## config.mk

```make
export PLATFORM = sky130hd
export DESIGN_NAME = mdio_frame_engine
export DESIGN_NICKNAME = d
export VERILOG_FILES = /design/src/mdio_pkg.sv /design/src/mdio_frame_engine.sv
export VERILOG_INCLUDE_DIRS = /design/src /design/src/src
export SDC_FILE = /design/constraint.sdc
export NUM_CORES = 1
export LEC_CHECK = 0
export ABC_AREA = 1
export BUFFER_PORTS_ARGS = -buffer_cell sky130_fd_sc_hd__buf_2
export CAP_MARGIN = 20
export CORE_MARGIN = 2
export CORE_UTILIZATION = 46
export CTS_CLUSTER_SIZE = 16
export DETAILED_ROUTE_END_ITERATION = 7
export GPL_TIMING_DRIVEN = 0
export HOLD_SLACK_MARGIN = 0.08
export PLACE_DENSITY = 0.74
export SLEW_MARGIN = 20
export SYNTH_ARGS = -nofsm -noshare
export SYNTH_HDL_FRONTEND = slang
export SYNTH_SLANG_ARGS = --single-unit
```

## constraint.sdc

```tcl
create_clock -name enet_mdc_clk -period 3 [get_ports enet_mdc_clk]
set_clock_uncertainty 0.05 [all_clocks]
set_input_delay 0.6 -clock enet_mdc_clk [delete_from_list [all_inputs] [get_ports enet_mdc_clk]]
set_output_delay 0.6 -clock enet_mdc_clk [all_outputs]
set_load 0.03 [all_outputs]
```

## src/phy_mgmt_consts.svh

```systemverilog
`ifndef PHY_MGMT_CONSTS_SVH
`define PHY_MGMT_CONSTS_SVH

////////////////////////////////////////////////////////////
// mdio frame fields
////////////////////////////////////////////////////////////
`define MDIO_PREAMBLE_BITS 32    // ones ahead of every frame
`define MDIO_CMD_BITS      14    // start, op, phy addr, reg addr
`define MDIO_TA_BITS       2
`define MDIO_DATA_BITS     16
`define MDIO_PHY_ADDR      5'd0

// phy bring-up
`define MDIO_NUM_REGS      32
`define MDIO_POST_RST_WAIT 64    // short settle, fine for simulation
`define MDIO_LOOPBACK_BIT  14    // control register 0.14

////////////////////////////////////////////////////////////
// memory dump layout
////////////////////////////////////////////////////////////
`define DUMP_BASE_ADDR     13'h400
`define DUMP_DELIMITER     32'hAAAA_AAAA
`define DUMP_RECORD_TAG    4'hB

`endif

```

## src/mdio_pkg.sv

```systemverilog
package mdio_pkg;

    // clause 22 opcodes, sent msb first after the start bits
    typedef enum logic [1:0] {
        MDIO_OP_WRITE = 2'b01,
        MDIO_OP_READ  = 2'b10
    } mdio_op_e;

    // phy register number
    typedef logic [4:0] mdio_reg_addr_t;

    // one 16 bit phy register value
    typedef logic [15:0] mdio_data_t;

endpackage

```

## src/mdio_frame_engine.sv

```systemverilog
`timescale 1ns/1ps
`include "phy_mgmt_consts.svh"

module mdio_frame_engine
    import mdio_pkg::*;
(
    input  logic           enet_mdc_clk,
    input  logic           CPU_RESETn,
    input  logic           frame_start,
    input  mdio_op_e       frame_op,
    input  mdio_reg_addr_t frame_reg,
    input  mdio_data_t     frame_wr_data,
    input  logic           mdio_i,
    output logic           mdio_o,
    output logic           mdio_oe,
    output mdio_data_t     frame_rd_data,
    output logic           frame_done
);

    localparam logic [2:0] PH_IDLE = 3'd0,
                           PH_PRE  = 3'd1,
                           PH_CMD  = 3'd2,
                           PH_TA   = 3'd3,
                           PH_DATA = 3'd4;

    logic [2:0]  phase;
    logic [4:0]  bit_cnt;      // bits left in the current phase, minus one
    logic        is_read;
    logic        shift_en;
    logic [31:0] tx_sr;        // command, turnaround and write data
    mdio_data_t  rx_sr;

    // next bit leaves the shifter on the last preamble cycle and after
    assign shift_en = (phase == PH_PRE && bit_cnt == 5'd0) || phase == PH_CMD ||
                      phase == PH_TA || phase == PH_DATA;

    assign frame_rd_data = rx_sr;

    ////////////////////////////////////////////////////////////
    // phase fsm
    ////////////////////////////////////////////////////////////
    always_ff @(posedge enet_mdc_clk) begin
        if (!CPU_RESETn) begin
            phase      <= PH_IDLE;
            bit_cnt    <= '0;
            is_read    <= 1'b0;
            mdio_oe    <= 1'b0;
            frame_done <= 1'b0;
        end else begin
            frame_done <= 1'b0;
            case (phase)
                PH_IDLE: begin
                    if (frame_start) begin
                        phase   <= PH_PRE;
                        bit_cnt <= 5'(`MDIO_PREAMBLE_BITS - 1);
                        is_read <= (frame_op == MDIO_OP_READ);
                        mdio_oe <= 1'b1;
                    end
                end
                PH_PRE: begin
                    if (bit_cnt == 5'd0) begin
                        phase   <= PH_CMD;
                        bit_cnt <= 5'(`MDIO_CMD_BITS - 1);
                    end else begin
                        bit_cnt <= bit_cnt - 5'd1;
                    end
                end
                PH_CMD: begin
                    if (bit_cnt == 5'd0) begin
                        phase   <= PH_TA;
                        bit_cnt <= 5'(`MDIO_TA_BITS - 1);
                        if (is_read) begin
                            mdio_oe <= 1'b0;   // phy owns the line from here
                        end
                    end else begin
                        bit_cnt <= bit_cnt - 5'd1;
                    end
                end
                PH_TA: begin
                    if (bit_cnt == 5'd0) begin
                        phase   <= PH_DATA;
                        bit_cnt <= 5'(`MDIO_DATA_BITS - 1);
                    end else begin
                        bit_cnt <= bit_cnt - 5'd1;
                    end
                end
                PH_DATA: begin
                    if (bit_cnt == 5'd0) begin
                        phase      <= PH_IDLE;
                        mdio_oe    <= 1'b0;
                        frame_done <= 1'b1;
                    end else begin
                        bit_cnt <= bit_cnt - 5'd1;
                    end
                end
                default: phase <= PH_IDLE;
            endcase
        end
    end

    // serial data path
    always_ff @(posedge enet_mdc_clk) begin
        if (phase == PH_IDLE && frame_start) begin
            tx_sr  <= {2'b01, frame_op, `MDIO_PHY_ADDR, frame_reg, 2'b10, frame_wr_data};
            mdio_o <= 1'b1;                          // preamble
        end else if (shift_en) begin
            mdio_o <= tx_sr[31];
            tx_sr  <= {tx_sr[30:0], 1'b0};
        end
        if (phase == PH_DATA && is_read) begin
            rx_sr <= {rx_sr[14:0], mdio_i};          // msb arrives first
        end
    end

endmodule

```

# After elaboration in Yosys (flattened, before gate mapping)
# Cells that the tools add are included.
[totals]
out_inout_bits = 19
ff_bits = 60
[op_classes]
muxes = 20
eq_ne = 12
n_addsub = 1
n_reduce_logical = 16
[ops]
columns = ["operator", "count"]
rows = [
  ["$mux W30", 2],
  ["$mux W5", 5],
  ["$pmux W5 S5", 1],
  ["$mux W3", 5],
  ["$pmux W3 S5", 1],
  ["$reduce_and A5 Y1", 2],
  ["$ne A2 B2 Y1 const B", 4],
  ["$eq A3 B2 Y1 const B", 2],
  ["$ne A2 B1 Y1 const B", 3],
  ["$logic_not A5 Y1", 1],
  ["$mux W1", 5],
  ["$reduce_bool A5 Y1", 1],
  ["$sub A5 B1 Y5 const B", 1],
  ["$reduce_and A2 Y1", 2],
  ["$eq A3 B1 Y1 const B", 1],
  ["$eq A3 B3 Y1 const B", 1],
  ["$logic_and A1 B1 Y1", 3],
  ["$logic_not A3 Y1", 1],
  ["$logic_or A1 B1 Y1", 3],
  ["$pmux W1 S3", 1],
  ["$reduce_and A3 Y1", 1],
  ["$reduce_bool A3 Y1", 1],
  ["$eq A2 B2 Y1 const B", 1],
  ["$reduce_bool A2 Y1", 1],
]

# Depth between registers and ports, before layout
[logic_depth]
word_depth = 7
mapped_depth = 9
depth_no_buf = 9

# Least setup slack after synthesis
# OpenSTA, ideal clock, no wires.
[synth_path]
path_kind = "reg2reg"
startpoint = "reg bit_cnt[0]"
endpoint = "reg tx_sr[0], enable pin"
required_time_ns = 2.570
stages_incl_launch_ff = 8
arrival_time_ns = 1.611
period_less_slack_ns = 2.041
n_path_buf = 1
path_slack_ns = 0.959
path_cell_list = "dfxtp_1 > inv_1 > ha_1 > nand3_1 > nand2_2 > nand2_4 > buf_6 > nand2_1"
[synth_via]
elab_chain_len = 6
[synth_lines]
columns = ["item", "line_no", "source"]
rows = [
  ["from (decl)", "mdio_frame_engine.sv:27", "logic [4:0] bit_cnt;"],
  ["from (signal assigned)", "mdio_frame_engine.sv:55", "bit_cnt <= 5'(`MDIO_PREAMBLE_BITS - 1);"],
  ["from (signal assigned)", "mdio_frame_engine.sv:63", "bit_cnt <= 5'(`MDIO_CMD_BITS - 1);"],
  ["from (signal assigned)", "mdio_frame_engine.sv:65", "bit_cnt <= bit_cnt - 5'd1;"],
  ["$logic_not A5 Y1", "mdio_frame_engine.sv:34", "assign shift_en = (phase == PH_PRE && bit_cnt == 5'd0) || phase == PH_CMD ||"],
  ["$logic_and A1 B1 Y1", "mdio_frame_engine.sv:34", ""],
  ["$logic_or A1 B1 Y1 (2 in a row)", "mdio_frame_engine.sv:34", ""],
  ["$logic_or A1 B1 Y1", "mdio_frame_engine.sv:35", "phase == PH_TA || phase == PH_DATA;"],
  ["$reduce_bool A2 Y1 (no source line)", "--", ""],
  ["to (signal assigned)", "mdio_frame_engine.sv:104", "tx_sr <= {2'b01, frame_op, `MDIO_PHY_ADDR, frame_reg, 2'b10, frame_wr_data};"],
  ["to (signal assigned)", "mdio_frame_engine.sv:108", "tx_sr <= {tx_sr[30:0], 1'b0};"],
  ["to (decl)", "mdio_frame_engine.sv:30", "logic [31:0] tx_sr;"],
]
# Every way passes these cells.
# A chain may end at the register's enable or synchronous reset.

# Worst setup path after layout
[layout_path]
startpoint = "reg bit_cnt[0]"
endpoint = "reg tx_sr[15], enable pin"
# The elaborated chain is that of the path after synthesis.

==> flow_summary.toml <==
[global_routing]
grt.overflow.total = 0
antenna_found_initial = 0
grt_max_degree = 24
grtUsageTotal_pct = 15.9
grt_pass1_wl_um = 7250
grt_pass1_vias = 1620

[sta]
drv_slew = 0
timing.fmax_ghz = 0.418
rsz0062_at_grt = "no"
worst_slew_pin_slew_ns = 0.934
fin_ws_ns = 0.606
fin_crit_ns = 2.39
tns_ns = 0
slew_headroom_pct = 37.6
fin_crit_sh_pct = 79.8
hold_violations = 0
hold_ws_ns = 0.400
setup_viol = 0

[clocking]
h-tree-depth = 3
cts_made_buffers = 9
cts_sinks = 60
clock_latency_ns = 0.33
cts_root_buf = "clkbuf_8"
cts_hold_buffers = 0
cts_tree = "built"
clk_path_buf_depth = 2
clk_pin_slew_ns = 0.06
post_cts_resize_count = 0
cts_setup_buffers = 0

[setup_path]
start_kind = "flop"
cpMaxStageDelayCell = "nand2_1"
path_delay_family = "simple AND/OR/NAND/NOR gates"
critPathKind = "flop to flop"
cp.arrival_ns = 2.30
cpPeakStageDelay_ns = 0.68
crit_fanout = 23
worstPathRequired_ns = 2.90
path_cells = "inv_1 > ha_1 > nand3_1 > nand2_2 > nand2_4 > buf_6 > nand2_1"
path_buf_inv = 2
endpoint_kind = "flop"

[finish]
finalNonFillerCells = 352
antenna_cells = 0
drive_gt1_share_pct = 28.0
final_util_pct = 57.8
final_cell_mix = "47 x buf_2, 41 x nand2_1, 39 x edfxtp_1"
nets = 305
fillCellCount = 456
mostFrequentLayoutCell = "buf_2"
ff_latch_area_um2 = 1590
syn2layout_area_growth_pct = 20.8
multi_input_comb_area_um2 = 719

[placement]
portBuffers = 45
dpl_worst_slack_ns = 0.574
place_inst = 336
gp_congestion = 0.862
hpwl_um = 3110

[power_and_ir_drop]
power.leakage_uw = 0.00129
vdd_drop_max_uv = 637
powerDensity_nw_per_um2 = 1080

[detailed_routing]
wl_per_cell_um = 12.7
routed_via_density = 4.92
firstDrtPassIters = 4
totalWireLength_um = 4480
drtIter0Drc = 138
vias = 1732
drcViolationCount = 0
ant_nets = 0

[yosys]
syn-num-nets = 249
synth-seq-area-share_pct = 65.1
synth_cell_type_count = 24
synth-seq-cells = 60
avgSynthCellArea_um2 = 11.1
syn_area_um2 = 2440
synth.area.top_cells = "edfxtp_1 48%, dfxtp_1 17%, a22o_1 7.2%"
yosys.area.top_type_share_pct = 47.9
yosysTopAreaCell = "edfxtp_1"
ys_warn_count = 0
synthCells = 221

[floorplanning]
ioPinCount = 46
core_area_um2 = 5110
start_util_pct = 47.9
row_count = 26
dieArea_um2 = 5910
dieHeight_um = 76.9
die_x_um = 76.9

[run]
max_cap_viol_count = 0

[worst_hold_path]
hold_class = "flop to flop"

[run_status]
status = "complete, no violations"
==> metal layers <==
layer	global-route usage [%]	share of wire, %	routed length [um]	up-vias
li1	-	-	-	876
met1	20.9	48	2130	799
met2	23.6	45	2010	46
met3	4.59	5.3	236	11
met4	9.09	2.2	98	0
met5	0	0	0	-
==> logic make-up after synthesis <==
| family | synth area share, % |
|---|---|
| simple gates | 16.2 |
| flops | 65.1 |
| compound gates | 12.2 |
| buf+inv | 5.58 |
| xor+xnor | 0.358 |
| fa+ha+maj | 0.512 |
==> layout make-up <==
cell class / count / area share [%]
flip-flops and latches: 60 / 53.9
plain buffers: 7 / 2.12
inverters: 19 / 2.50
well taps: 70 / 2.97
clock inverters: 5 / 1.74
clock buffers: 11 / 4.79
multi-input cells: 135 / 24.4
repair buffers: 45 / 7.63
==> stage by stage <==
stage / total power (uW) / cell area [um^2]
3_3_place_gp: 2470 / 2760
6_report: 3190 / 2950
5_1_grt: 3430 / 2950
4_1_cts: 3220 / 2950
2_1_floorplan: 2250 / 2440
3_5_place_dp: 2500 / 2760
==> worst paths after layout <==
| check | startpoint | to | slack [ns] | depth (start not counted) |
|---|---|---|---|---|
| max | bit_cnt[0]$_SDFFE_PN0P_ | tx_sr[15]$_DFFE_PP_ | 0.61 | 7 |
| min | frame_rd_data[8]$_DFFE_PP_ | frame_rd_data[9]$_DFFE_PP_ | 0.40 | 0 |
| max reg2reg | bit_cnt[0]$_SDFFE_PN0P_ | tx_sr[15]$_DFFE_PP_ | 0.61 | 7 |
| min reg2reg | frame_rd_data[8]$_DFFE_PP_ | frame_rd_data[9]$_DFFE_PP_ | 0.40 | 0 |
==> sequential cells by signal (all words and copies together) (netlist names) <==
signal / cells
phase: 3
mdio_o: 1
frame_done: 1
frame_rd_data: 16
mdio_oe: 1
bit_cnt: 5
is_read: 1
tx_sr: 32
==> where the power goes <==
part	switching (uW)	internal (uW)
Sequential	124	1260
Combinational	679	432
Clock	298	400
Total	1100	2090
==> synthesized netlist by cell type (all sizes together) <==
library cell	n
nand2	45
nand4	1
inv	19
nand3	15
ha	1
dfxtp	21
edfxtp	39
xor2	1
a21boi	1
buf	7
o21a	1
a22o	20
o21ai	13
nor2	29
a21oi	8
Power figures use the tool's default switching activity.
