### src/phy_mgmt_consts.svh
`ifndef PHY_MGMT_CONSTS_SVH
`define PHY_MGMT_CONSTS_SVH

////////////////////////////////////////////////////////////
// mdio frame fields
////////////////////////////////////////////////////////////
`define MDIO_PREAMBLE_BITS 32    // ones ahead of every frame
`define MDIO_CMD_BITS      14    // start, op, phy addr, reg addr
`define MDIO_TA_BITS       2
`define MDIO_DATA_BITS     16
`define MDIO_PHY_ADDR      5'd0

// phy bring-up
`define MDIO_NUM_REGS      32
`define MDIO_POST_RST_WAIT 64    // short settle, fine for simulation
`define MDIO_LOOPBACK_BIT  14    // control register 0.14

////////////////////////////////////////////////////////////
// memory dump layout
////////////////////////////////////////////////////////////
`define DUMP_BASE_ADDR     13'h400
`define DUMP_DELIMITER     32'hAAAA_AAAA
`define DUMP_RECORD_TAG    4'hB

`endif

### src/mdio_pkg.sv
package mdio_pkg;

    // clause 22 opcodes, sent msb first after the start bits
    typedef enum logic [1:0] {
        MDIO_OP_WRITE = 2'b01,
        MDIO_OP_READ  = 2'b10
    } mdio_op_e;

    // phy register number
    typedef logic [4:0] mdio_reg_addr_t;

    // one 16 bit phy register value
    typedef logic [15:0] mdio_data_t;

endpackage

### src/dump_pkg.sv
package dump_pkg;

    // one tagged record word in the dump
    typedef struct packed {
        logic [3:0]              tag;     // record marker nibble
        logic [2:0]              zero_hi;
        mdio_pkg::mdio_reg_addr_t reg_num;
        logic [3:0]              zero_lo;
        mdio_pkg::mdio_data_t    data;
    } dump_record_s;

    // delimiters go out raw, records through the field view
    typedef union packed {
        logic [31:0]  raw;
        dump_record_s rec;
    } dump_word_u;

    typedef logic [12:0] wb_addr_t;   // word address

endpackage

### src/reg_dump_wb_master.sv
`timescale 1ns/1ps
`include "phy_mgmt_consts.svh"

module reg_dump_wb_master
    import mdio_pkg::*;
    import dump_pkg::*;
(
    input  logic           enet_mdc_clk,
    input  logic           CPU_RESETn,
    input  logic           dump_start,
    output mdio_reg_addr_t bank_raddr,
    input  mdio_data_t     bank_rdata,
    output logic           wb_cyc,
    output logic           wb_stb,
    output logic           wb_we,
    output wb_addr_t       wb_adr,
    output logic [31:0]    wb_dat_w,
    input  logic           wb_ack,
    output logic           dump_done
);

    // word 0 and the last word are delimiters, records sit in between
    localparam logic [5:0] LAST_IDX = 6'(`MDIO_NUM_REGS + 1);

    logic [5:0] word_idx;
    logic [5:0] next_idx;
    logic       launch;
    logic       step;
    dump_word_u next_word;

    assign launch = dump_start && !wb_cyc && !dump_done;   // one dump per reset
    assign step   = wb_cyc && wb_ack;
    assign next_idx = word_idx + 6'd1;

    assign bank_raddr = word_idx[4:0];   // word n+1 carries register n

    always_comb begin
        next_word.raw = `DUMP_DELIMITER;
        if (next_idx != LAST_IDX) begin
            next_word.rec.tag     = `DUMP_RECORD_TAG;
            next_word.rec.zero_hi = '0;
            next_word.rec.reg_num = bank_raddr;
            next_word.rec.zero_lo = '0;
            next_word.rec.data    = bank_rdata;
        end
    end

    ////////////////////////////////////////////////////////////
    // bus cycle control
    ////////////////////////////////////////////////////////////
    always_ff @(posedge enet_mdc_clk) begin
        if (!CPU_RESETn) begin
            wb_cyc    <= 1'b0;
            wb_stb    <= 1'b0;
            wb_we     <= 1'b0;
            dump_done <= 1'b0;
            word_idx  <= '0;
        end else if (launch) begin
            wb_cyc   <= 1'b1;
            wb_stb   <= 1'b1;
            wb_we    <= 1'b1;
            word_idx <= '0;
        end else if (step) begin
            if (word_idx == LAST_IDX) begin
                wb_cyc    <= 1'b0;
                wb_stb    <= 1'b0;
                wb_we     <= 1'b0;
                dump_done <= 1'b1;     // sticky until reset
            end else begin
                word_idx <= next_idx;
            end
        end
    end

    // address and data only move on launch or an accepted write
    always_ff @(posedge enet_mdc_clk) begin
        if (launch) begin
            wb_adr   <= `DUMP_BASE_ADDR;
            wb_dat_w <= `DUMP_DELIMITER;
        end else if (step && word_idx != LAST_IDX) begin
            wb_adr   <= `DUMP_BASE_ADDR + wb_addr_t'(next_idx);
            wb_dat_w <= next_word.raw;
        end
    end

endmodule

### config.mk
export PLATFORM = sky130hd
export DESIGN_NAME = reg_dump_wb_master
export DESIGN_NICKNAME = d
export VERILOG_FILES = /design/src/mdio_pkg.sv /design/src/dump_pkg.sv /design/src/reg_dump_wb_master.sv
export VERILOG_INCLUDE_DIRS = /design/src /design/src/src
export SDC_FILE = /design/constraint.sdc
export NUM_CORES = 1
export LEC_CHECK = 0
export ABC_AREA = 0
export ABC_CLOCK_PERIOD_IN_PS = 1800
export BUFFER_PORTS_ARGS = -buffer_cell sky130_fd_sc_hd__buf_4
export CORE_MARGIN = 10
export CORE_UTILIZATION = 46
export DETAILED_ROUTE_END_ITERATION = 12
export HOLD_SLACK_MARGIN = 0.08
export PLACE_DENSITY = 0.84
export SLEW_MARGIN = 25
export SYNTH_ARGS = -nofsm -noshare
export SYNTH_HDL_FRONTEND = slang
export SYNTH_SLANG_ARGS = --single-unit
export TNS_END_PERCENT = 5
### constraint.sdc
create_clock -name enet_mdc_clk -period 1.8 [get_ports enet_mdc_clk]
set_input_delay 0.18 -clock enet_mdc_clk [delete_from_list [all_inputs] [get_ports enet_mdc_clk]]
set_output_delay 0.18 -clock enet_mdc_clk [all_outputs]
set_load 0.1 [all_outputs]
=== Word level (Yosys, flattened, before mapping) ===
Cells that the tools add are included.

* Logic and storage cells: 29
* Output and inout port bits: 54
* Bits in registers: 53
* Input bits: 20

* Mux-type cells: 4
* Equal/unequal tests: 3
* Reductions and logical operators: 12
* Bitwise gates (word level): 3
* Add/sub/neg operators: 2

{| class="wikitable"
|+ Operators with widths
! operator !! number
|-
| $mux W29 || 1
|-
| $add A11 B6 Y12 const A || 1
|-
| $ne A6 B6 Y1 const B || 2
|-
| $add A6 B1 Y6 const B || 1
|-
| $eq A6 B6 Y1 const B || 1
|-
| $logic_and A1 B1 Y1 || 4
|-
| $reduce_and A2 Y1 || 2
|-
| $reduce_bool A2 Y1 || 2
|-
| $mux W1 || 3
|-
| $not A1 Y1 || 3
|-
| $reduce_and A3 Y1 || 1
|-
| $logic_not A1 Y1 || 2
|-
| $reduce_or A2 Y1 || 1
|}

=== Logic depth before layout (Yosys ltp) ===
Gate-level depths: netlist of the first run.

* Word-level depth: 5
* Mapped depth: 6

=== Least setup slack after synthesis of the first run ===
No wires, ideal clock.

* Path type: register to register
* Start: register, netlist name wb_we
* End: register word_idx[2]
* Data required time: 1730 ps
* Stages on the path, launching flop included: 5
* Path buffers: 0
* Data arrival time: 2108 ps
* Path slack: -378 ps
* Setup time: 70 ps
* Cell sequence: dfxtp_1 > nand2_1 > a21o_2 > or3_2 > a21oi_1

{| class="wikitable"
|+ RTL lines
! item !! RTL line !! source
|-
| to (signal assigned) || reg_dump_wb_master.sv:70 || <nowiki>word_idx <= next_idx;</nowiki>
|-
| to (decl) || reg_dump_wb_master.sv:25 || <nowiki>logic [5:0] word_idx;</nowiki>
|}

=== Final worst setup path of the first run ===
* Start: register word_idx[2]
* End: register wb_dat_w[7]

* Longest elaborated chain between the ends: 3

{| class="wikitable"
|+ Ends and longest elaborated chain
! item !! RTL line !! source
|-
| $add A6 B1 Y6 || reg_dump_wb_master.sv:33 || <nowiki>assign next_idx = word_idx + 6'd1;</nowiki>
|-
| $ne A6 B6 Y1 || reg_dump_wb_master.sv:39 || <nowiki>if (next_idx != LAST_IDX) begin</nowiki>
|-
| $mux W29 || reg_dump_wb_master.sv:39 ||
|-
| to (signal assigned) || reg_dump_wb_master.sv:79 || <nowiki>wb_dat_w <= `DUMP_DELIMITER;</nowiki>
|-
| to (signal assigned) || reg_dump_wb_master.sv:82 || <nowiki>wb_dat_w <= next_word.raw;</nowiki>
|-
| to (decl) || reg_dump_wb_master.sv:17 || <nowiki>output logic [31:0] wb_dat_w,</nowiki>
|}

Parallel ways exist; a longest one is shown, timed or not.
A chain may end at the register's enable or synchronous reset.

==> out/qor.yml, run 1 <==
clocking:
  clock_latency_ns: 0.35
  post_cts_buffers: 0
  path_clk_slew_ns: 0.12
  clockRootBuffer: "clkbuf_4"
  cts_buffer_depth: 2
  cts-htree-levels: 2
  cts_sinks: 37
  cts_tree: "done"
  cts_inserted_buffers: 5
routing:
  dr.pass1.iters: 6
  dr_total_vias: 1417
  routedWlPerCell_um: 15.6
  antenna_left: 0
  drc_errors: 0
  avgViaCountPerCell: 5.06
  wl_mm: 4.38
  drt-initial-drc-count: 48
grt:
  grt_max_degree: 19
  antenna_found_initial: 0
  track_usage: 0.135
  grt_pass1_vias: 1398
  grt_overflow: 0
  grt_pass1_wl_mm: 6.87
worst_setup_path:
  startpoint: "word_idx[2]"
  cp_max_fo: 9
  worst_ep_arrival_time_ns: 1.88
  rr_startpoint: "word_idx[2]"
  critPathLaunchType: "register"
  cp.required_ns: 2.04
  cp-end-kind: "register"
  crit_type: "reg -> reg"
synth:
  ys_seq_area_frac: 0.446
  ys_types: 35
  avgSynthCellArea_um2: 10.2
  synth_mux_area_frac: 0
  yosysWarnings: 0
  syn_area_um2: 1660
  ys_dominant_reg_cell: "dfxtp_1"
  synth_edf_count: 0
  synthXorXnorAreaFrac: 0.0370
  async_reset_ff_frac: 0
  synth_compound_area_frac: 0.218
  synth-simple-area-share: 0.111
  synth-seq-cells: 37
  synth_fa_ha_area_frac: 0.0226
  syn_inst: 162
  synth_top_family_by_area: "compound AO/OA/AOI/OAI gates"
power:
  leakage_nw: 0.962
  power.density_nw_per_um2: 1100
  worst_ir_drop_vdd_v: 0.000633
  fin_total_pwr_w: 0.00253
floorplanning:
  ios: 74
  die_area_um2: 6410
  die_x_um: 80.1
  core-area_um2: 3420
  core.rowCount: 21
  fp.dieH_um: 80.1
  initial_utilization: 0.486
run_status:
  status: "finished clean"
timing:
  holdWs_ns: 0.145
  fin_skew_ns: 0.00853
  fmax_mhz: 610
  finalSetupViolations: 0
  tns_ns: 0
  fin_crit_sh: 0.910
  finalHoldViolCount: 0
  slew_viol_final: 0
  fin_crit_ns: 1.64
  rsz0062_at_grt: "no"
placed_design:
  gp_congestion: 0.837
  dp_cells: 255
  port_buffers: 60
  dp_hpwl_mm: 3.15
final_layout:
  final_util: 0.671
  final_nets: 256
  fillers: 266
  antenna_cells: 0
  fin_cells: 280
  areaGrowthSynthToFinish_pct: 38.2
  layout-drive-gt1-share: 0.402
hold_path:
  hold_path.class: "in -> reg"
  hold_start: "dump_start"
flow_run:
  maxCapViolations: 0
[layer usage]
metal / global-route usage / part of all wire / vias to the layer above
li1: - / - / 694
met5: 0 / 0 / -
met2: 0.233 / 0.51 / 61
met3: 0.0835 / 0.12 / 10
met1: 0.130 / 0.36 / 652
met4: 0.0440 / 0.015 / 0
[path summary, 6_finish.rpt]
| check | depth (start not counted) | endpoint | slack [ns] |
|---|---|---|---|
| min reg2reg | 1 | wb_dat_w[12] | 0.48 |
| min | 4 | wb_adr[5] | 0.15 |
| max reg2reg | 4 | wb_dat_w[7] | 0.16 |
| max | 4 | wb_dat_w[7] | 0.16 |
[cell families after synthesis]
logic type	after synthesis
XOR/XNOR	7
other	2
buffers and inverters	37
AO/OA/AOI/OAI	41
adder cells (fa/ha/maj)	3
flip-flops	37
AND/OR/NAND/NOR	35
[cell usage in the layout, fill, tap and decap left out, types with 3 or more instances in the layout]
cell type,netlist,final
a211oi_1,5,5
nor2_1,13,13
a21oi_1,4,4
xnor2_1,5,5
o32a_1,9,9
nand2_1,9,8
a32o_1,11,11
dlygate4sd3_1,0,17
nor3_1,3,3
dfxtp_2,0,5
clkbuf_4,0,5
buf_4,27,70
inv_1,3,3
dfxtp_1,37,32
conb_1,2,13
[where the power goes]
group / leakage [nW] / total (W) / switching, W / internal, W
logic: 0.614 / 0.00101 / 0.000799 / 0.000215
clock network: 0.0414 / 0.000588 / 0.000294 / 0.000294
registers: 0.306 / 0.000924 / 0.0000403 / 0.000884
total: 0.962 / 0.00253 / 0.00113 / 0.00139
[final cells by class]
type	count	area [µm²]	area share
Tap cell	46	57.6	0.0251
Clock inverter	3	46.3	0.0202
Inverter	3	11.3	0.00491
Sequential cell	37	747	0.326
Timing Repair Buffer	87	696	0.303
Multi-Input combinational cell	99	698	0.304
Clock buffer	5	37.5	0.0164
[critical path, stage by stage, from the launching register on]
cell and delay (ns):
dfxtp_2 0.43, nand3_2 0.15, o21a_1 0.25, o2111a_1 0.37
o32a_1 0.33
[timing repair]
action	CTS	global route
setup endpoints to repair	0	20
resized for setup	0	6
hold buffers	17	0
hold endpoints to repair	18	0
[flip-flops by register name, summed over array words and instances (netlist names)]
name	flops
dump_done	1
wb_we	1
wb_adr	6
wb_dat_w	23
word_idx	6
[stage by stage]
stage | cell area (µm²) | setup slack, ns
detailed placement | 2030 | 0.0643
finish | 2290 | 0.162
CTS | 2280 | 0.0413
global route | 2290 | 0.0743
global placement | 2030 | 0.0866
floorplan | 1700 | -0.0723
[Yosys cell counts (2+ instances only)]
| cell | instances | share of area |
|---|---|---|
| o21a_1 | 2 | 0.0090 |
| o32a_1 | 9 | 0.054 |
| nor2_1 | 13 | 0.029 |
| inv_1 | 3 | 0.0068 |
| dfxtp_1 | 37 | 0.45 |
| ha_1 | 3 | 0.023 |
| xor2_1 | 2 | 0.011 |
| buf_4 | 27 | 0.12 |
| buf_6 | 3 | 0.020 |
| nand2_1 | 9 | 0.020 |
| nor3_1 | 3 | 0.0090 |
| buf_2 | 3 | 0.0090 |
| conb_1 | 2 | 0.0045 |
| xnor2_1 | 5 | 0.026 |
| a21oi_1 | 4 | 0.012 |
| o21ai_0 | 2 | 0.0060 |
| nand3_1 | 2 | 0.0060 |
| a211oi_1 | 5 | 0.023 |
| a2bb2oi_1 | 2 | 0.011 |
| a32o_1 | 11 | 0.066 |
(Power assumes the default switching activity.)
==> run 2, diff against run 1 <==
--- a/config.mk
+++ b/config.mk
@@ -8,7 +8,7 @@
 export LEC_CHECK = 0
 export ABC_AREA = 0
 export ABC_CLOCK_PERIOD_IN_PS = 1800
-export BUFFER_PORTS_ARGS = -buffer_cell sky130_fd_sc_hd__buf_4
+export BUFFER_PORTS_ARGS = -buffer_cell sky130_fd_sc_hd__buf_2
 export CORE_MARGIN = 10
 export CORE_UTILIZATION = 46
 export DETAILED_ROUTE_END_ITERATION = 12
==> out/qor.yml, run 2 (synthesis gave the netlist of run 1 again) <==
run_status:
  status: "finished clean"
routing:
  antenna_left: 0
  dr_total_vias: 1447
  drt-initial-drc-count: 114
  routedWlPerCell_um: 15.7
  wl_mm: 4.38
  dr.pass1.iters: 4
  avgViaCountPerCell: 5.17
  drc_errors: 0
power:
  power.density_nw_per_um2: 1160
  intPower_w: 0.00137
  power.share.sequential: 0.369
  p_sw_frac: 0.449
  leakage_nw: 0.930
  power_switching_w: 0.00112
  combinationalPowerShare: 0.384
  worst_ir_drop_vdd_v: 0.000694
  p_clk_frac: 0.247
timing:
  rsz0062_at_grt: "no"
  fin_skew_ns: 0.00789
  tightest_slew_ns: 0.519
  fin_crit_sh: 0.966
  slew_viol_final: 0
  fmax_mhz: 575
  worst_slack_ns: 0.0613
  finalSetupViolations: 0
  slew_headroom: 0.656
  fin_crit_ns: 1.74
  finalHoldViolCount: 0
  holdWs_ns: 0.163
hold_path:
  hold_start: "dump_start"
  hold_depth: 4
  hold_path.class: "in -> reg"
  hold_end: "wb_adr[5]"
final_layout:
  largest_reg_flops: 23
  layout_common_cells: "buf_2 (60), dfxtp_1 (34), dlygate4sd3_1 (17)"
  reg.largest.list: "wb_dat_w: 23 flops, wb_adr: 6 flops, word_idx: 6 flops"
  regMostFlops: "wb_dat_w"
  antenna_cells: 0
  fin_cells: 280
  areaGrowthSynthToFinish_pct: 29.6
  final_common_cell: "buf_2"
  layout-drive-gt1-share: 0.393
  final_cell_area_um2: 2150
  final_nets: 256
clocking:
  cts_sinks: 37
  cts_tree: "done"
  clockRootBuffer: "clkbuf_4"
  cts_inserted_buffers: 5
  path_clk_slew_ns: 0.11
  cts-htree-levels: 2
  clock_latency_ns: 0.35
  cts_buffer_depth: 2
worst_setup_path:
  cp_max_fo: 8
  cpPeakStageDelay_ns: 0.46
  reg2reg_slack_ns: 0.06
  cp-end-kind: "register"
  worstPathCellList: "inv_1, ha_1, a21o_2, or3_2, a21oi_1"
  r2r_cells: 5
  worst_path_max_delay_cell: "dfxtp_1"
  worst_ep_arrival_time_ns: 2.03
  r2r-end: "word_idx[2]"
  crit_type: "reg -> reg"
  critPathLaunchType: "register"
  rr_startpoint: "word_idx[1]"
  cp.required_ns: 2.09
placed_design:
  pre_cts_ws_ns: 0.0192
  dp_hpwl_mm: 3.23
  gp_congestion: 0.830
  placed_cell_area_um2: 1880
  dp_cells: 255
  port_buffers: 60
grt:
  grt_max_degree: 17
  track_usage: 0.136
  grt_pass1_vias: 1429
  antenna_found_initial: 0
  grt_pass1_wl_mm: 6.81
  grt_overflow: 0
floorplanning:
  fp.dieH_um: 80.1
  ios: 74
  die_x_um: 80.1
  core-area_um2: 3420
  die_area_um2: 6410
  initial_utilization: 0.486
  core.rowCount: 21
flow_run:
  maxCapViolations: 0
[run 2: changes by cell type in the layout (fill, tap and decap cells not counted)]
cell,change
ha_2,-1
dfxtp_1,+2
dfxtp_2,-2
buf_2,+60
clkinv_4,-1
clkbuf_8,+1
buf_4,-60
xor2_1,-1
xor2_2,+1
ha_1,+1
[run 2: repair_timing]
item / CTS / global route
setup buffers: 0 / 0
setup endpoints to repair: 4 / 22
hold endpoints to repair: 18 / 0
resized for setup: 1 / 3
hold buffers: 17 / 0
[run 2: cell type report]
cell class / count / area, µm²
repair buffers: 87 / 546
multi-input cells: 99 / 703
fillers: 291 / 1260
inverters: 3 / 11.3
well taps: 46 / 57.6
clock buffers: 6 / 51.3
flip-flops and latches: 37 / 744
clock inverters: 2 / 37.5
[run 2: through the flow]
stage	TNS (ns)	total power [W]	util
3_5_place_dp	0	0.00187	0.550
6_report	0	0.00249	0.630
2_1_floorplan	-0.723	0.00177	-
3_3_place_gp	0	0.00186	0.550
5_1_grt	0	0.00259	0.630
4_1_cts	0	0.00250	0.627
[run 2: worst max path at each step]
stage,endpoint,start,cells past startpoint
after floorplan,wb_dat_w[0],dump_done,6
after global placement,wb_dat_w[5],word_idx[3],4
after detailed placement,wb_dat_w[11],word_idx[3],4
after CTS,wb_dat_w[11],word_idx[3],4
after global routing,wb_dat_w[9],word_idx[1],4
final,word_idx[2],word_idx[1],5
[run 2: power groups by stage]
stage	clock [W]	combinational, W	sequential [W]
floorplan	0	0.000388	0.00139
global placement	0	0.000923	0.000933
detailed placement	0	0.000929	0.000938
CTS	0.000624	0.000959	0.000919
global route	0.000669	0.000990	0.000927
finish	0.000615	0.000958	0.000918
[run 2: metal layers]
layer | wire length [µm] | track usage
met1 | 1510 | 0.126
met2 | 2180 | 0.234
met3 | 573 | 0.0891
met4 | 112 | 0.0528
met5 | 0 | 0
[run 2: critical path: cells and delay by family (launching register included)]
kind                       cells  cell delay (ns)
adders and majority gates      1             0.26
and+or+nand+nor                1             0.43
AOI/OAI and AO/OA              2             0.42
buffers and inverters          1             0.11
DFF                            1             0.46
