[config.mk]
export PLATFORM = sky130hd
export DESIGN_NAME = phy_mgmt_seq
export DESIGN_NICKNAME = d
export VERILOG_FILES = /design/src/mdio_pkg.sv /design/src/phy_mgmt_seq.sv
export VERILOG_INCLUDE_DIRS = /design/src /design/src/src
export SDC_FILE = /design/constraint.sdc
export NUM_CORES = 1
export LEC_CHECK = 0
export ABC_AREA = 1
export BUFFER_PORTS_ARGS = -buffer_cell sky130_fd_sc_hd__buf_2
export CORE_MARGIN = 2
export CORE_UTILIZATION = 23
export DETAILED_ROUTE_END_ITERATION = 7
export PLACE_DENSITY_LB_ADDON = 0.15
export SYNTH_ARGS = -nofsm -noshare
export SYNTH_HDL_FRONTEND = slang
export SYNTH_SLANG_ARGS = --single-unit
export TNS_END_PERCENT = 1
[constraint.sdc]
create_clock -name enet_mdc_clk -period 1.7 [get_ports enet_mdc_clk]
set_clock_uncertainty 0.15 [all_clocks]
set_input_delay 0.085 -clock enet_mdc_clk [delete_from_list [all_inputs] [get_ports enet_mdc_clk]]
set_output_delay 0.085 -clock enet_mdc_clk [all_outputs]
set_load 0.01 [all_outputs]
[src/phy_mgmt_consts.svh]
`ifndef PHY_MGMT_CONSTS_SVH
`define PHY_MGMT_CONSTS_SVH

////////////////////////////////////////////////////////////
// mdio frame fields
////////////////////////////////////////////////////////////
`define MDIO_PREAMBLE_BITS 32    // ones ahead of every frame
`define MDIO_CMD_BITS      14    // start, op, phy addr, reg addr
`define MDIO_TA_BITS       2
`define MDIO_DATA_BITS     16
`define MDIO_PHY_ADDR      5'd0

// phy bring-up
`define MDIO_NUM_REGS      32
`define MDIO_POST_RST_WAIT 64    // short settle, fine for simulation
`define MDIO_LOOPBACK_BIT  14    // control register 0.14

////////////////////////////////////////////////////////////
// memory dump layout
////////////////////////////////////////////////////////////
`define DUMP_BASE_ADDR     13'h400
`define DUMP_DELIMITER     32'hAAAA_AAAA
`define DUMP_RECORD_TAG    4'hB

`endif

[src/mdio_pkg.sv]
package mdio_pkg;

    // clause 22 opcodes, sent msb first after the start bits
    typedef enum logic [1:0] {
        MDIO_OP_WRITE = 2'b01,
        MDIO_OP_READ  = 2'b10
    } mdio_op_e;

    // phy register number
    typedef logic [4:0] mdio_reg_addr_t;

    // one 16 bit phy register value
    typedef logic [15:0] mdio_data_t;

endpackage

[src/phy_mgmt_seq.sv]
`timescale 1ns/1ps
`include "phy_mgmt_consts.svh"

module phy_mgmt_seq
    import mdio_pkg::*;
(
    input  logic           enet_mdc_clk,
    input  logic           CPU_RESETn,
    output logic           frame_start,
    output mdio_op_e       frame_op,
    output mdio_reg_addr_t frame_reg,
    output mdio_data_t     frame_wr_data,
    input  logic           frame_done,
    input  mdio_data_t     frame_rd_data,
    output logic           bank_we,
    output mdio_reg_addr_t bank_waddr,
    output mdio_data_t     bank_wdata,
    input  mdio_data_t     reg0_value,
    output logic           dump_start,
    input  logic           dump_done,
    output logic           loopback_set
);

    localparam logic [2:0] S_SETTLE    = 3'd0,
                           S_RD_START  = 3'd1,
                           S_RD_WAIT   = 3'd2,
                           S_DUMP      = 3'd3,
                           S_DUMP_WAIT = 3'd4,
                           S_WR_START  = 3'd5,
                           S_WR_WAIT   = 3'd6,
                           S_DONE      = 3'd7;

    logic [2:0]     state;
    logic [6:0]     settle_cnt;
    mdio_reg_addr_t reg_idx;
    logic           in_write;

    assign in_write    = (state == S_WR_START) || (state == S_WR_WAIT);
    assign frame_start = (state == S_RD_START) || (state == S_WR_START);
    assign frame_op    = in_write ? MDIO_OP_WRITE : MDIO_OP_READ;
    assign frame_reg   = in_write ? '0 : reg_idx;   // the write always targets reg 0
    assign dump_start  = (state == S_DUMP);

    always_comb begin
        frame_wr_data = reg0_value;
        frame_wr_data[`MDIO_LOOPBACK_BIT] = 1'b1;
    end

    // capture into the bank as the read frame finishes
    assign bank_we    = (state == S_RD_WAIT) && frame_done;
    assign bank_waddr = reg_idx;
    assign bank_wdata = frame_rd_data;

    always_ff @(posedge enet_mdc_clk) begin
        if (!CPU_RESETn) begin
            state        <= S_SETTLE;
            settle_cnt   <= '0;
            reg_idx      <= '0;
            loopback_set <= 1'b0;
        end else begin
            case (state)
                S_SETTLE: begin
                    settle_cnt <= settle_cnt + 7'd1;
                    if (settle_cnt == 7'(`MDIO_POST_RST_WAIT - 1)) state <= S_RD_START;
                end
                S_RD_START: state <= S_RD_WAIT;
                S_RD_WAIT: begin
                    if (frame_done) begin
                        if (reg_idx == 5'(`MDIO_NUM_REGS - 1)) begin
                            state <= S_DUMP;
                        end else begin
                            reg_idx <= reg_idx + 5'd1;
                            state   <= S_RD_START;
                        end
                    end
                end
                S_DUMP:      state <= S_DUMP_WAIT;
                S_DUMP_WAIT: if (dump_done) state <= S_WR_START;
                S_WR_START:  state <= S_WR_WAIT;
                S_WR_WAIT: begin
                    if (frame_done) begin
                        state        <= S_DONE;
                        loopback_set <= 1'b1;
                    end
                end
                default: state <= S_DONE;   // parked, mdio released
            endcase
        end
    end

endmodule

# Word-level counts from Yosys, hierarchy flattened
# Index checks and enable logic that the tools add are counted.
# W data, S select, Z words.
# word_totals
input_bits	36
regBits	16
out_inout_bits	48
wordCells	34
# op_classes
mux	8
n_bitwise	1
reduce_logical	7
n_eq_ne	12
n_addsub	2
# ops
cell	n
$pmux W3 S7	1
$mux W3	4
$eq A3 B3 Y1 const B	3
$ne A2 B2 Y1 const B	4
$add A7 B1 Y7 const B	1
$eq A7 B6 Y1 const B	1
$eq A3 B2 Y1 const B	2
$add A5 B1 Y5 const B	1
$eq A5 B5 Y1 const B	1
$mux W5	1
$mux W2	2
$reduce_and A4 Y1	1
$eq A3 B1 Y1 const B	1
$logic_not A3 Y1	1
$reduce_and A3 Y1	1
$logic_or A1 B1 Y1	2
$reduce_and A2 Y1	1
$logic_and A1 B1 Y1	1
$not A1 Y1	1

# Logic depth before layout (Yosys ltp)
# Gate-level depths: netlist (run 1).
# logic_depth
depth_word	4
ltp_mapped	9
depth_no_buf	9

# Worst setup path before layout (run 1)
# No wires, ideal clock.
# synth_timing
path_type	reg-to-reg
startpoint	register reg_idx[0] (netlist: bank_waddr[0])
endpoint	register reg_idx[2] (netlist: bank_waddr[2])
path_buffers	0
t_required_ns	1.480
synth_period_minus_slack_ns	1.548
t_arrival_ns	1.329
stages_incl_launch_ff	10
setup_ns	0.070
setup_slack_ns	0.152
cell_sequence	dfxtp_1 -> ha_1 -> nand2_1 -> nor2_1 -> ha_1 -> inv_1 -> nand2_1 -> nor2_4 -> nand2_1 -> a21oi_1
# synth_via
elab_chain_cells	3
word_cells_on_any_way	4
cone_classes	add/sub: 1; eq/ne: 1; bitwise: 1; reduce/logical: 1
# synth_lines
element	line_no	text
start: declaration	phy_mgmt_seq.sv:35	mdio_reg_addr_t reg_idx;
start signal: assignment	phy_mgmt_seq.sv:72	reg_idx <= reg_idx + 5'd1;
parallel branches: the longest is 3 deep, another holds $add A5 B1 Y5	-	
# Several ways; the timed one is not identified.
# A chain may end at the register's enable or synchronous reset.

# Worst setup path after layout (run 1)
# layout_timing
startpoint	register state[1]
endpoint	output frame_reg[0]
# layout_via
elab_chain_cells	3
word_cells_on_any_way	4
cone_classes	eq/ne: 2; mux: 1; reduce/logical: 1
# layout_lines
element	line_no	text
start: declaration	phy_mgmt_seq.sv:33	logic [2:0] state;
start signal: assignment	phy_mgmt_seq.sv:56	state <= S_SETTLE;
start signal: assignment	phy_mgmt_seq.sv:64	if (settle_cnt == 7'(`MDIO_POST_RST_WAIT - 1)) state <= S_RD_START;
start signal: assignment	phy_mgmt_seq.sv:66	S_RD_START: state <= S_RD_WAIT;
$eq A3 B3 Y1	phy_mgmt_seq.sv:38	assign in_write = (state == S_WR_START) || (state == S_WR_WAIT);
$logic_or A1 B1 Y1 *	phy_mgmt_seq.sv:38	
$mux W5 *	phy_mgmt_seq.sv:41	assign frame_reg = in_write ? '0 : reg_idx;
end: declaration	phy_mgmt_seq.sv:11	output mdio_reg_addr_t frame_reg,
# Mark *: on every way between the ends. The rest lies on a longest branch, timed or not.

==> Implementation_results.wiki, run 1 <==
{| class="wikitable"
! Metric !! Value
|-
| Run status || finished, final reports clean
|-
| PnR Total Power || 711 uW
|-
| Std cell rows || 25
|-
| Simple-gate portion of the synthesized area || 31.1%
|-
| Post-synthesis to final-layout area growth || -0.557%
|-
| HPWL after detailed placement || 1760 um
|-
| Worst IR Drop VDD || 0.351 mV
|-
| Adder and majority cell fraction of the synthesized area || 3.34%
|-
| Initial Utilization || 23.8%
|-
| Final Wtd Congestion || 0.840
|-
| Post-route antenna net violation count || 0
|-
| Worst Hold Class || in2reg
|-
| Clock tree from TritonCTS || done
|-
| Area of the mapped netlist || 1120 sq um
|-
| Fraction of final layout cells with drive strength greater than 1 || 22.9%
|-
| Biggest area consumer among synthesized cells || sky130_fd_sc_hd__dfxtp_1
|-
| Via count normalized by instance count || 3.88
|-
| FFs w/ async S/R, synth || 0%
|-
| Type of the worst setup path || reg2out
|-
| H-tree lvl count || 1
|-
| Number of flip-flops and latches in the synthesized netlist || 16
|-
| Chip Height || 73.9 um
|-
| Net count reported at finish || 198
|-
| Grt total ovfl || 0
|-
| Io pins || 84
|-
| Final Max Tran Viols || 0
|-
| Maximum number of pins on one net before global-route repair || 12
|-
| Largest family of logic cells by synthesized area || simple AND/OR/NAND/NOR gates
|-
| Number of global-route vias before repair || 783
|-
| Filler cell count in the final layout || 543
|-
| Total clock sinks || 16
|-
| Wirelength per Cell || 10.0 um
|-
| Highest net fanout along the worst path || 6
|-
| Clock buffer count from CTS || 3
|-
| # port buffers || 19
|-
| Clock Tree Buf Depth || 2
|-
| Worst-path cell chain || nand2_1 > nand3_1 > inv_2 > nor2_1 > buf_2
|-
| Clock insertion delay at the later pin of the skew report || 250 ps
|-
| Number of unique standard cell types used by synthesis || 21
|-
| Top cell types by occurrence after synthesis || 33 x sky130_fd_sc_hd__buf_4, 31 x sky130_fd_sc_hd__nor2_1, 29 x sky130_fd_sc_hd__nand2_1
|-
| Largest cells by area after synthesis || sky130_fd_sc_hd__dfxtp_1 29%, sky130_fd_sc_hd__buf_4 22%, sky130_fd_sc_hd__nor2_1 10%
|-
| Antenna cells || 0
|-
| Setup TNS Final || 0 ps
|-
| Post-CTS Repair Setup Buffers || 0
|-
| Setup Viol. Count Final || 0
|-
| Setup slack, reg-to-reg || 160 ps
|-
| Count of final hold-check violations || 0
|-
| Detailed-routing iteration count for the pre-antenna-repair pass || 4
|-
| Parity-gate share of the synthesized area counting xor and xnor cells || 1.56%
|-
| Kind of start point of the critical path || flop
|-
| Mean area per synthesized cell || 6.76 sq um
|-
| Clock root buffer || sky130_fd_sc_hd__clkbuf_8
|-
| Core Box Area || 4720 sq um
|-
| Prevailing post-synth register cell || sky130_fd_sc_hd__dfxtp_1
|-
| Min cycle time layout || 1550 ps
|-
| Synth Net Count || 205
|-
| Max-capacitance violation count || 0
|-
| Clock-pin slew reported for the worst setup and hold paths after clock tree synthesis || 70 ps
|-
| Number of violations reported at the end of detailed-routing iteration 0 || 29
|-
| Final routed DRC violation total || 0
|-
| Floorplan die area || 5450 sq um
|-
| Total via count in the routed design || 868
|-
| Proportion of synthesized chip area in sequential cells || 28.5%
|-
| RSZ-0062 raised after global routing || false
|-
| Kind of end point of the critical path || output pin
|-
| Number of flops mapped to enable cells by yosys || 0
|-
| Routed WL || 2240 um
|-
| First-pass GRT wire length || 3570 um
|-
| Fraction of post-synthesis cell area in the top cell type by area || 28.5%
|-
| Final-layout worst hold slack || 17.6 ps
|-
| Master of the slowest instance on the critical path || sky130_fd_sc_hd__dfxtp_1
|-
| CP peak stage delay || 470 ps
|-
| Portion of the clock cycle consumed by the worst path in the final layout || 91.3%
|-
| Complex-gate fraction of the synthesized area || 5.69%
|-
| Arrival time at the worst endpoint || 1320 ps
|-
| Initial antenna violation count || 0
|-
| Most common cell in the netlist || sky130_fd_sc_hd__buf_4
|-
| Overall track demand over capacity in global routing || 8.60%
|-
| Leakage dissipation || 0.541 nW
|-
| Warnings from Yosys || 0
|-
| Proportion of synthesized area in mux cells || 0%
|-
| Req. time, crit path || 1460 ps
|-
| Number of instances in the synthesized netlist || 166
|-
| Die width || 73.9 um
|-
| Pwr Density || 637 nW/um^2
|-
| Maximum achievable frequency || 644 MHz
|}
==> routing by layer <==
layer | part of all wire (%) | GRT usage (%) | vias up
met5 | 0 | 0 | -
met4 | 0.76 | 2.42 | 0
met3 | 9.5 | 4.25 | 4
met2 | 48 | 14.9 | 26
met1 | 41 | 9.21 | 385
li1 | - | - | 453
==> path summary, 6_finish.rpt <==
| kind | start | cells after the start | endpoint |
|---|---|---|---|
| max reg2reg | bank_waddr[0] | 9 | bank_waddr[2] |
| min reg2reg | loopback_set | 2 | loopback_set |
| max | state[1] | 5 | frame_reg[0] |
| min | CPU_RESETn | 3 | state[1] |
==> through the flow <==
step | area [sq um] | util [%] | instances | worst slack (ps)
finish | 1120 | 23.6 | 224 | 148
detailed placement | 1060 | 22.5 | 220 | 110
global placement | 1060 | 22.5 | 220 | 129
floorplan | 1120 | - | 166 | 152
CTS | 1120 | 23.6 | 224 | 91.9
global route | 1120 | 23.6 | 224 | 4.75
==> final cells by class <==
| type | count | area, sq um | area share (%) |
|---|---|---|---|
| Sequential cell | 16 | 320 | 28.7 |
| Timing Repair Buffer | 22 | 120 | 10.8 |
| Tap cell | 67 | 83.8 | 7.51 |
| Inverter | 21 | 78.8 | 7.06 |
| Clock buffer | 3 | 41.3 | 3.70 |
| Multi-Input combinational cell | 95 | 472 | 42.3 |
==> state kept, by name (all words and copies together) (netlist names) <==
signal,flops
bank_waddr,5
loopback_set,1
settle_cnt,7
state,3
==> cell usage in the layout (no fill, tap or decap), drive strengths merged <==
master and count:
a21oi 5, a31oi 1, buf 21, clkbuf 3, conb 1, dfxtp 16
dlygate4sd3 1, ha 3, inv 21, nand2 30, nand3 10, nand4 1
nor2 36, o21ai 5, o21bai 1, xor2 2
==> worst max-delay path: cells and delay by family, from the launching register on <==
family,cells,cell delay (ps)
DFF,1,470
and+or+nand+nor,3,380
buffers and inverters,2,230
==> timing repair <==
| action | in CTS | in global routing |
|---|---|---|
| hold endpoints to repair | 1 | 0 |
| setup endpoints to repair | 0 | 2 |
| gates resized for setup | 0 | 1 |
| hold buffers | 1 | 0 |
==> report_power, final <==
| group | leakage (nW) | total [mW] | switching (mW) | internal [mW] |
|---|---|---|---|---|
| clock | 0.0216 | 0.286 | 0.129 | 0.157 |
| sequential | 0.129 | 0.388 | 0.00651 | 0.382 |
| combinational | 0.390 | 0.0364 | 0.0217 | 0.0147 |
| total | 0.541 | 0.711 | 0.157 | 0.554 |
==> cell families after synthesis <==
logic type | count (synthesis)
XOR/XNOR | 2
buffers and inverters | 55
AND/OR/NAND/NOR | 77
other | 1
flip-flops | 16
AO/OA/AOI/OAI | 12
adder cells (fa/ha/maj) | 3
Power figures use the tool's default switching activity.
==> inputs of run 2 (changes only) <==
Settings changed: SETUP_SLACK_MARGIN set to 0.3.
==> run 2 against run 1 <==
Net effect: via count up 2.4%; first-iteration DRC count fell by 38%; count of clock-buffer cells in the layout rose by 1; highest routed layer unchanged; routed wire length up 3.2%; setup slack improved by 110 ps.
==> Implementation_results.wiki, run 2 (same netlist as run 1, synthesis figures left out) <==
{| class="wikitable"
! Metric !! Value
|-
| Std cell rows || 25 (unchanged)
|-
| Routed WL || 2310 um (+3.2%)
|-
| Initial antenna violation count || 0 (unchanged)
|-
| Worst r2r dst || bank_waddr[3]
|-
| Proportion of power drawn by flip-flops and latches || 52.8% (-1.8 points)
|-
| Clock buffer count from CTS || 3 (unchanged)
|-
| Highest net fanout along the worst path || 5 (-1)
|-
| Number of global-route vias before repair || 803 (+2.6%)
|-
| Antenna cells || 0 (unchanged)
|-
| Flip-flop count of the largest register after layout || 7 (unchanged)
|-
| Fraction of final layout cells with drive strength greater than 1 || 29.8% (+6.9 points)
|-
| Clock insertion delay at the later pin of the skew report || 250 ps (about the same)
|-
| Wirelength per Cell || 10.1 um (+1.4%)
|-
| Post-route design area || 1180 sq um (+6.1%)
|-
| Post-synthesis to final-layout area growth || 5.46%
|-
| Most repeated library cell on the critical path || sky130_fd_sc_hd__nand2_1
|-
| Min cycle time layout || 1440 ps (-111 ps)
|-
| Worst IR Drop VDD || 0.463 mV (+32%)
|-
| Final routed DRC violation total || 0 (unchanged)
|-
| Fraction of power spent switching nets || 23.1% (+1.0 points)
|-
| Most common cell after layout, fill and taps aside || sky130_fd_sc_hd__nor2_1
|-
| Total clock sinks || 16 (unchanged)
|-
| Cell internal power dissipation || 559 uW (+0.92%)
|-
| Detailed-routing iteration count for the pre-antenna-repair pass || 4 (unchanged)
|-
| Cell Area, Placed || 1080 sq um (+1.4%)
|-
| Max-capacitance violation count || 0 (unchanged)
|-
| Reg2reg path depth || 9 (unchanged)
|-
| Biggest register || settle_cnt
|-
| Post-route antenna net violation count || 0 (unchanged)
|-
| Master of the slowest instance on the critical path || sky130_fd_sc_hd__dfxtp_4
|-
| Combinational power share || 5.3% (+0.2 points)
|-
| Via count normalized by instance count || 3.90 (+0.62%)
|-
| Floorplan die area || 5450 sq um (unchanged)
|-
| Type of the worst setup path || reg2reg
|-
| Overall track demand over capacity in global routing || 8.76% (+0.16 points)
|-
| Maximum achievable frequency || 694 MHz (+7.7%)
|-
| Clock-pin slew reported for the worst setup and hold paths after clock tree synthesis || 70 ps (about the same)
|-
| H-tree lvl count || 1 (unchanged)
|-
| Clock Tree Buf Depth || 2 (unchanged)
|-
| Filler cell count in the final layout || 525 (-3.3%)
|-
| Final Wtd Congestion || 0.759 (-9.7%)
|-
| Clock network power share || 42.0% (+1.8 points)
|-
| CP peak stage delay || 350 ps (-120 ps)
|-
| Run status || finished, final reports clean
|-
| Req. time, crit path || 1730 ps (+270 ps)
|-
| Initial Utilization || 23.8% (unchanged)
|-
| RSZ-0062 raised after global routing || true
|-
| Count of final hold-check violations || 0 (unchanged)
|-
| Worst-path cell chain || ha_4 > nand2_1 > nor2_1 > ha_2 > inv_2 > nand2_2 > nor2_4 > nand2_1 > a21oi_1
|-
| PnR Total Power || 727 uW (+2.2%)
|-
| CP startpoint || bank_waddr[0]
|-
| Maximum number of pins on one net before global-route repair || 12 (unchanged)
|-
| # port buffers || 19 (unchanged)
|-
| Portion of the clock cycle consumed by the worst path in the final layout || 84.7% (-6.5 points)
|-
| Kind of start point of the critical path || flop
|-
| CP Capture Point || bank_waddr[3]
|-
| Final Max Tran Viols || 0 (unchanged)
|-
| Grt total ovfl || 0 (unchanged)
|-
| Chip Height || 73.9 um (unchanged)
|-
| Switching power || 168 uW (+6.9%)
|-
| Clock tree from TritonCTS || done
|-
| Die width || 73.9 um (unchanged)
|-
| Setup TNS Final || 0 ps (unchanged)
|-
| Kind of end point of the critical path || flop
|-
| Commonest cells after routing, fill and taps aside || 30 x sky130_fd_sc_hd__nor2_1, 28 x sky130_fd_sc_hd__nand2_1, 19 x sky130_fd_sc_hd__buf_2, 17 x sky130_fd_sc_hd__inv_1, 12 x sky130_fd_sc_hd__dfxtp_1
|-
| Pwr Density || 614 nW/um^2 (-3.6%)
|-
| Leakage dissipation || 0.557 nW (+2.9%)
|-
| Clock root buffer || sky130_fd_sc_hd__clkbuf_8
|-
| Total via count in the routed design || 889 (+2.4%)
|-
| Startpoint of the worst-slack reg-to-reg timing path || bank_waddr[0]
|-
| Number of violations reported at the end of detailed-routing iteration 0 || 18 (-38%)
|-
| Setup Viol. Count Final || 0 (unchanged)
|-
| Core Box Area || 4720 sq um (unchanged)
|-
| Setup slack, reg-to-reg || 260 ps (+100 ps)
|-
| Arrival time at the worst endpoint || 1470 ps (+150 ps)
|-
| First-pass GRT wire length || 3660 um (+2.5%)
|-
| Worst Hold Class || in2reg
|-
| Io pins || 84 (unchanged)
|-
| HPWL after detailed placement || 1730 um (-1.7%)
|-
| Net count reported at finish || 201 (+1.5%)
|-
| Final-layout worst hold slack || 7.85 ps (-9.73 ps)
|}
run 2: critical path: cells and delay by family (launching register included):
family | cells | cell delay, ps
AO/OA/AOI/OAI | 1 | 110
buffers and inverters | 1 | 60
AND/OR/NAND/NOR | 5 | 370
flip-flops | 1 | 350
adder cells (fa/ha/maj) | 2 | 340
run 2: how the worst min path moves through the flow:
stage	cells past startpoint	start	end
after floorplan	2	frame_done	loopback_set
after global placement	0	frame_rd_data[0]	bank_wdata[0]
after CTS	3	CPU_RESETn	state[1]
after global routing	0	reg0_value[9]	frame_wr_data[9]
final	3	CPU_RESETn	bank_waddr[4]
after detailed placement	0	frame_rd_data[0]	bank_wdata[0]
run 2: stage by stage:
step,cells,setup slack (ps),util (%)
global route,228,166,25.1
finish,228,259,25.1
floorplan,166,319,-
detailed placement,219,216,22.9
global placement,219,222,22.9
CTS,227,218,24.8
run 2: area by class of cell:
type | count | area (sq um) | area share [%]
Multi-Input combinational cell | 95 | 500 | 42.3
Sequential cell | 16 | 333 | 28.1
Timing Repair Buffer | 25 | 143 | 12.1
Tap cell | 67 | 83.8 | 7.08
Clock buffer | 4 | 45.0 | 3.81
Inverter | 21 | 78.8 | 6.66
run 2: timing repair:
action / 4_1_cts / 5_1_grt
buffers inserted: 3 / 1
hold endpoints to repair: 1 / 0
setup endpoints to repair: 11 / 12
resized for setup: 6 / 1
hold buffers: 1 / 0
pin swaps: 3 / 2
run 2: routing by layer:
layer / part of all wire, % / GRT usage [%] / vias up
met3: 11 / 4.94 / 14
met1: 43 / 10.3 / 380
met4: 2.6 / 3.84 / 0
met2: 43 / 12.9 / 35
li1: - / - / 460
met5: 0 / 0 / -
run 2: power groups by stage:
stage / Combinational [mW] / Sequential [mW] / Clock, mW
floorplan: 0.103 / 0.394 / 0
global placement: 0.0356 / 0.395 / 0
detailed placement: 0.0362 / 0.395 / 0
CTS: 0.0383 / 0.383 / 0.321
global route: 0.0441 / 0.384 / 0.338
finish: 0.0382 / 0.384 / 0.305
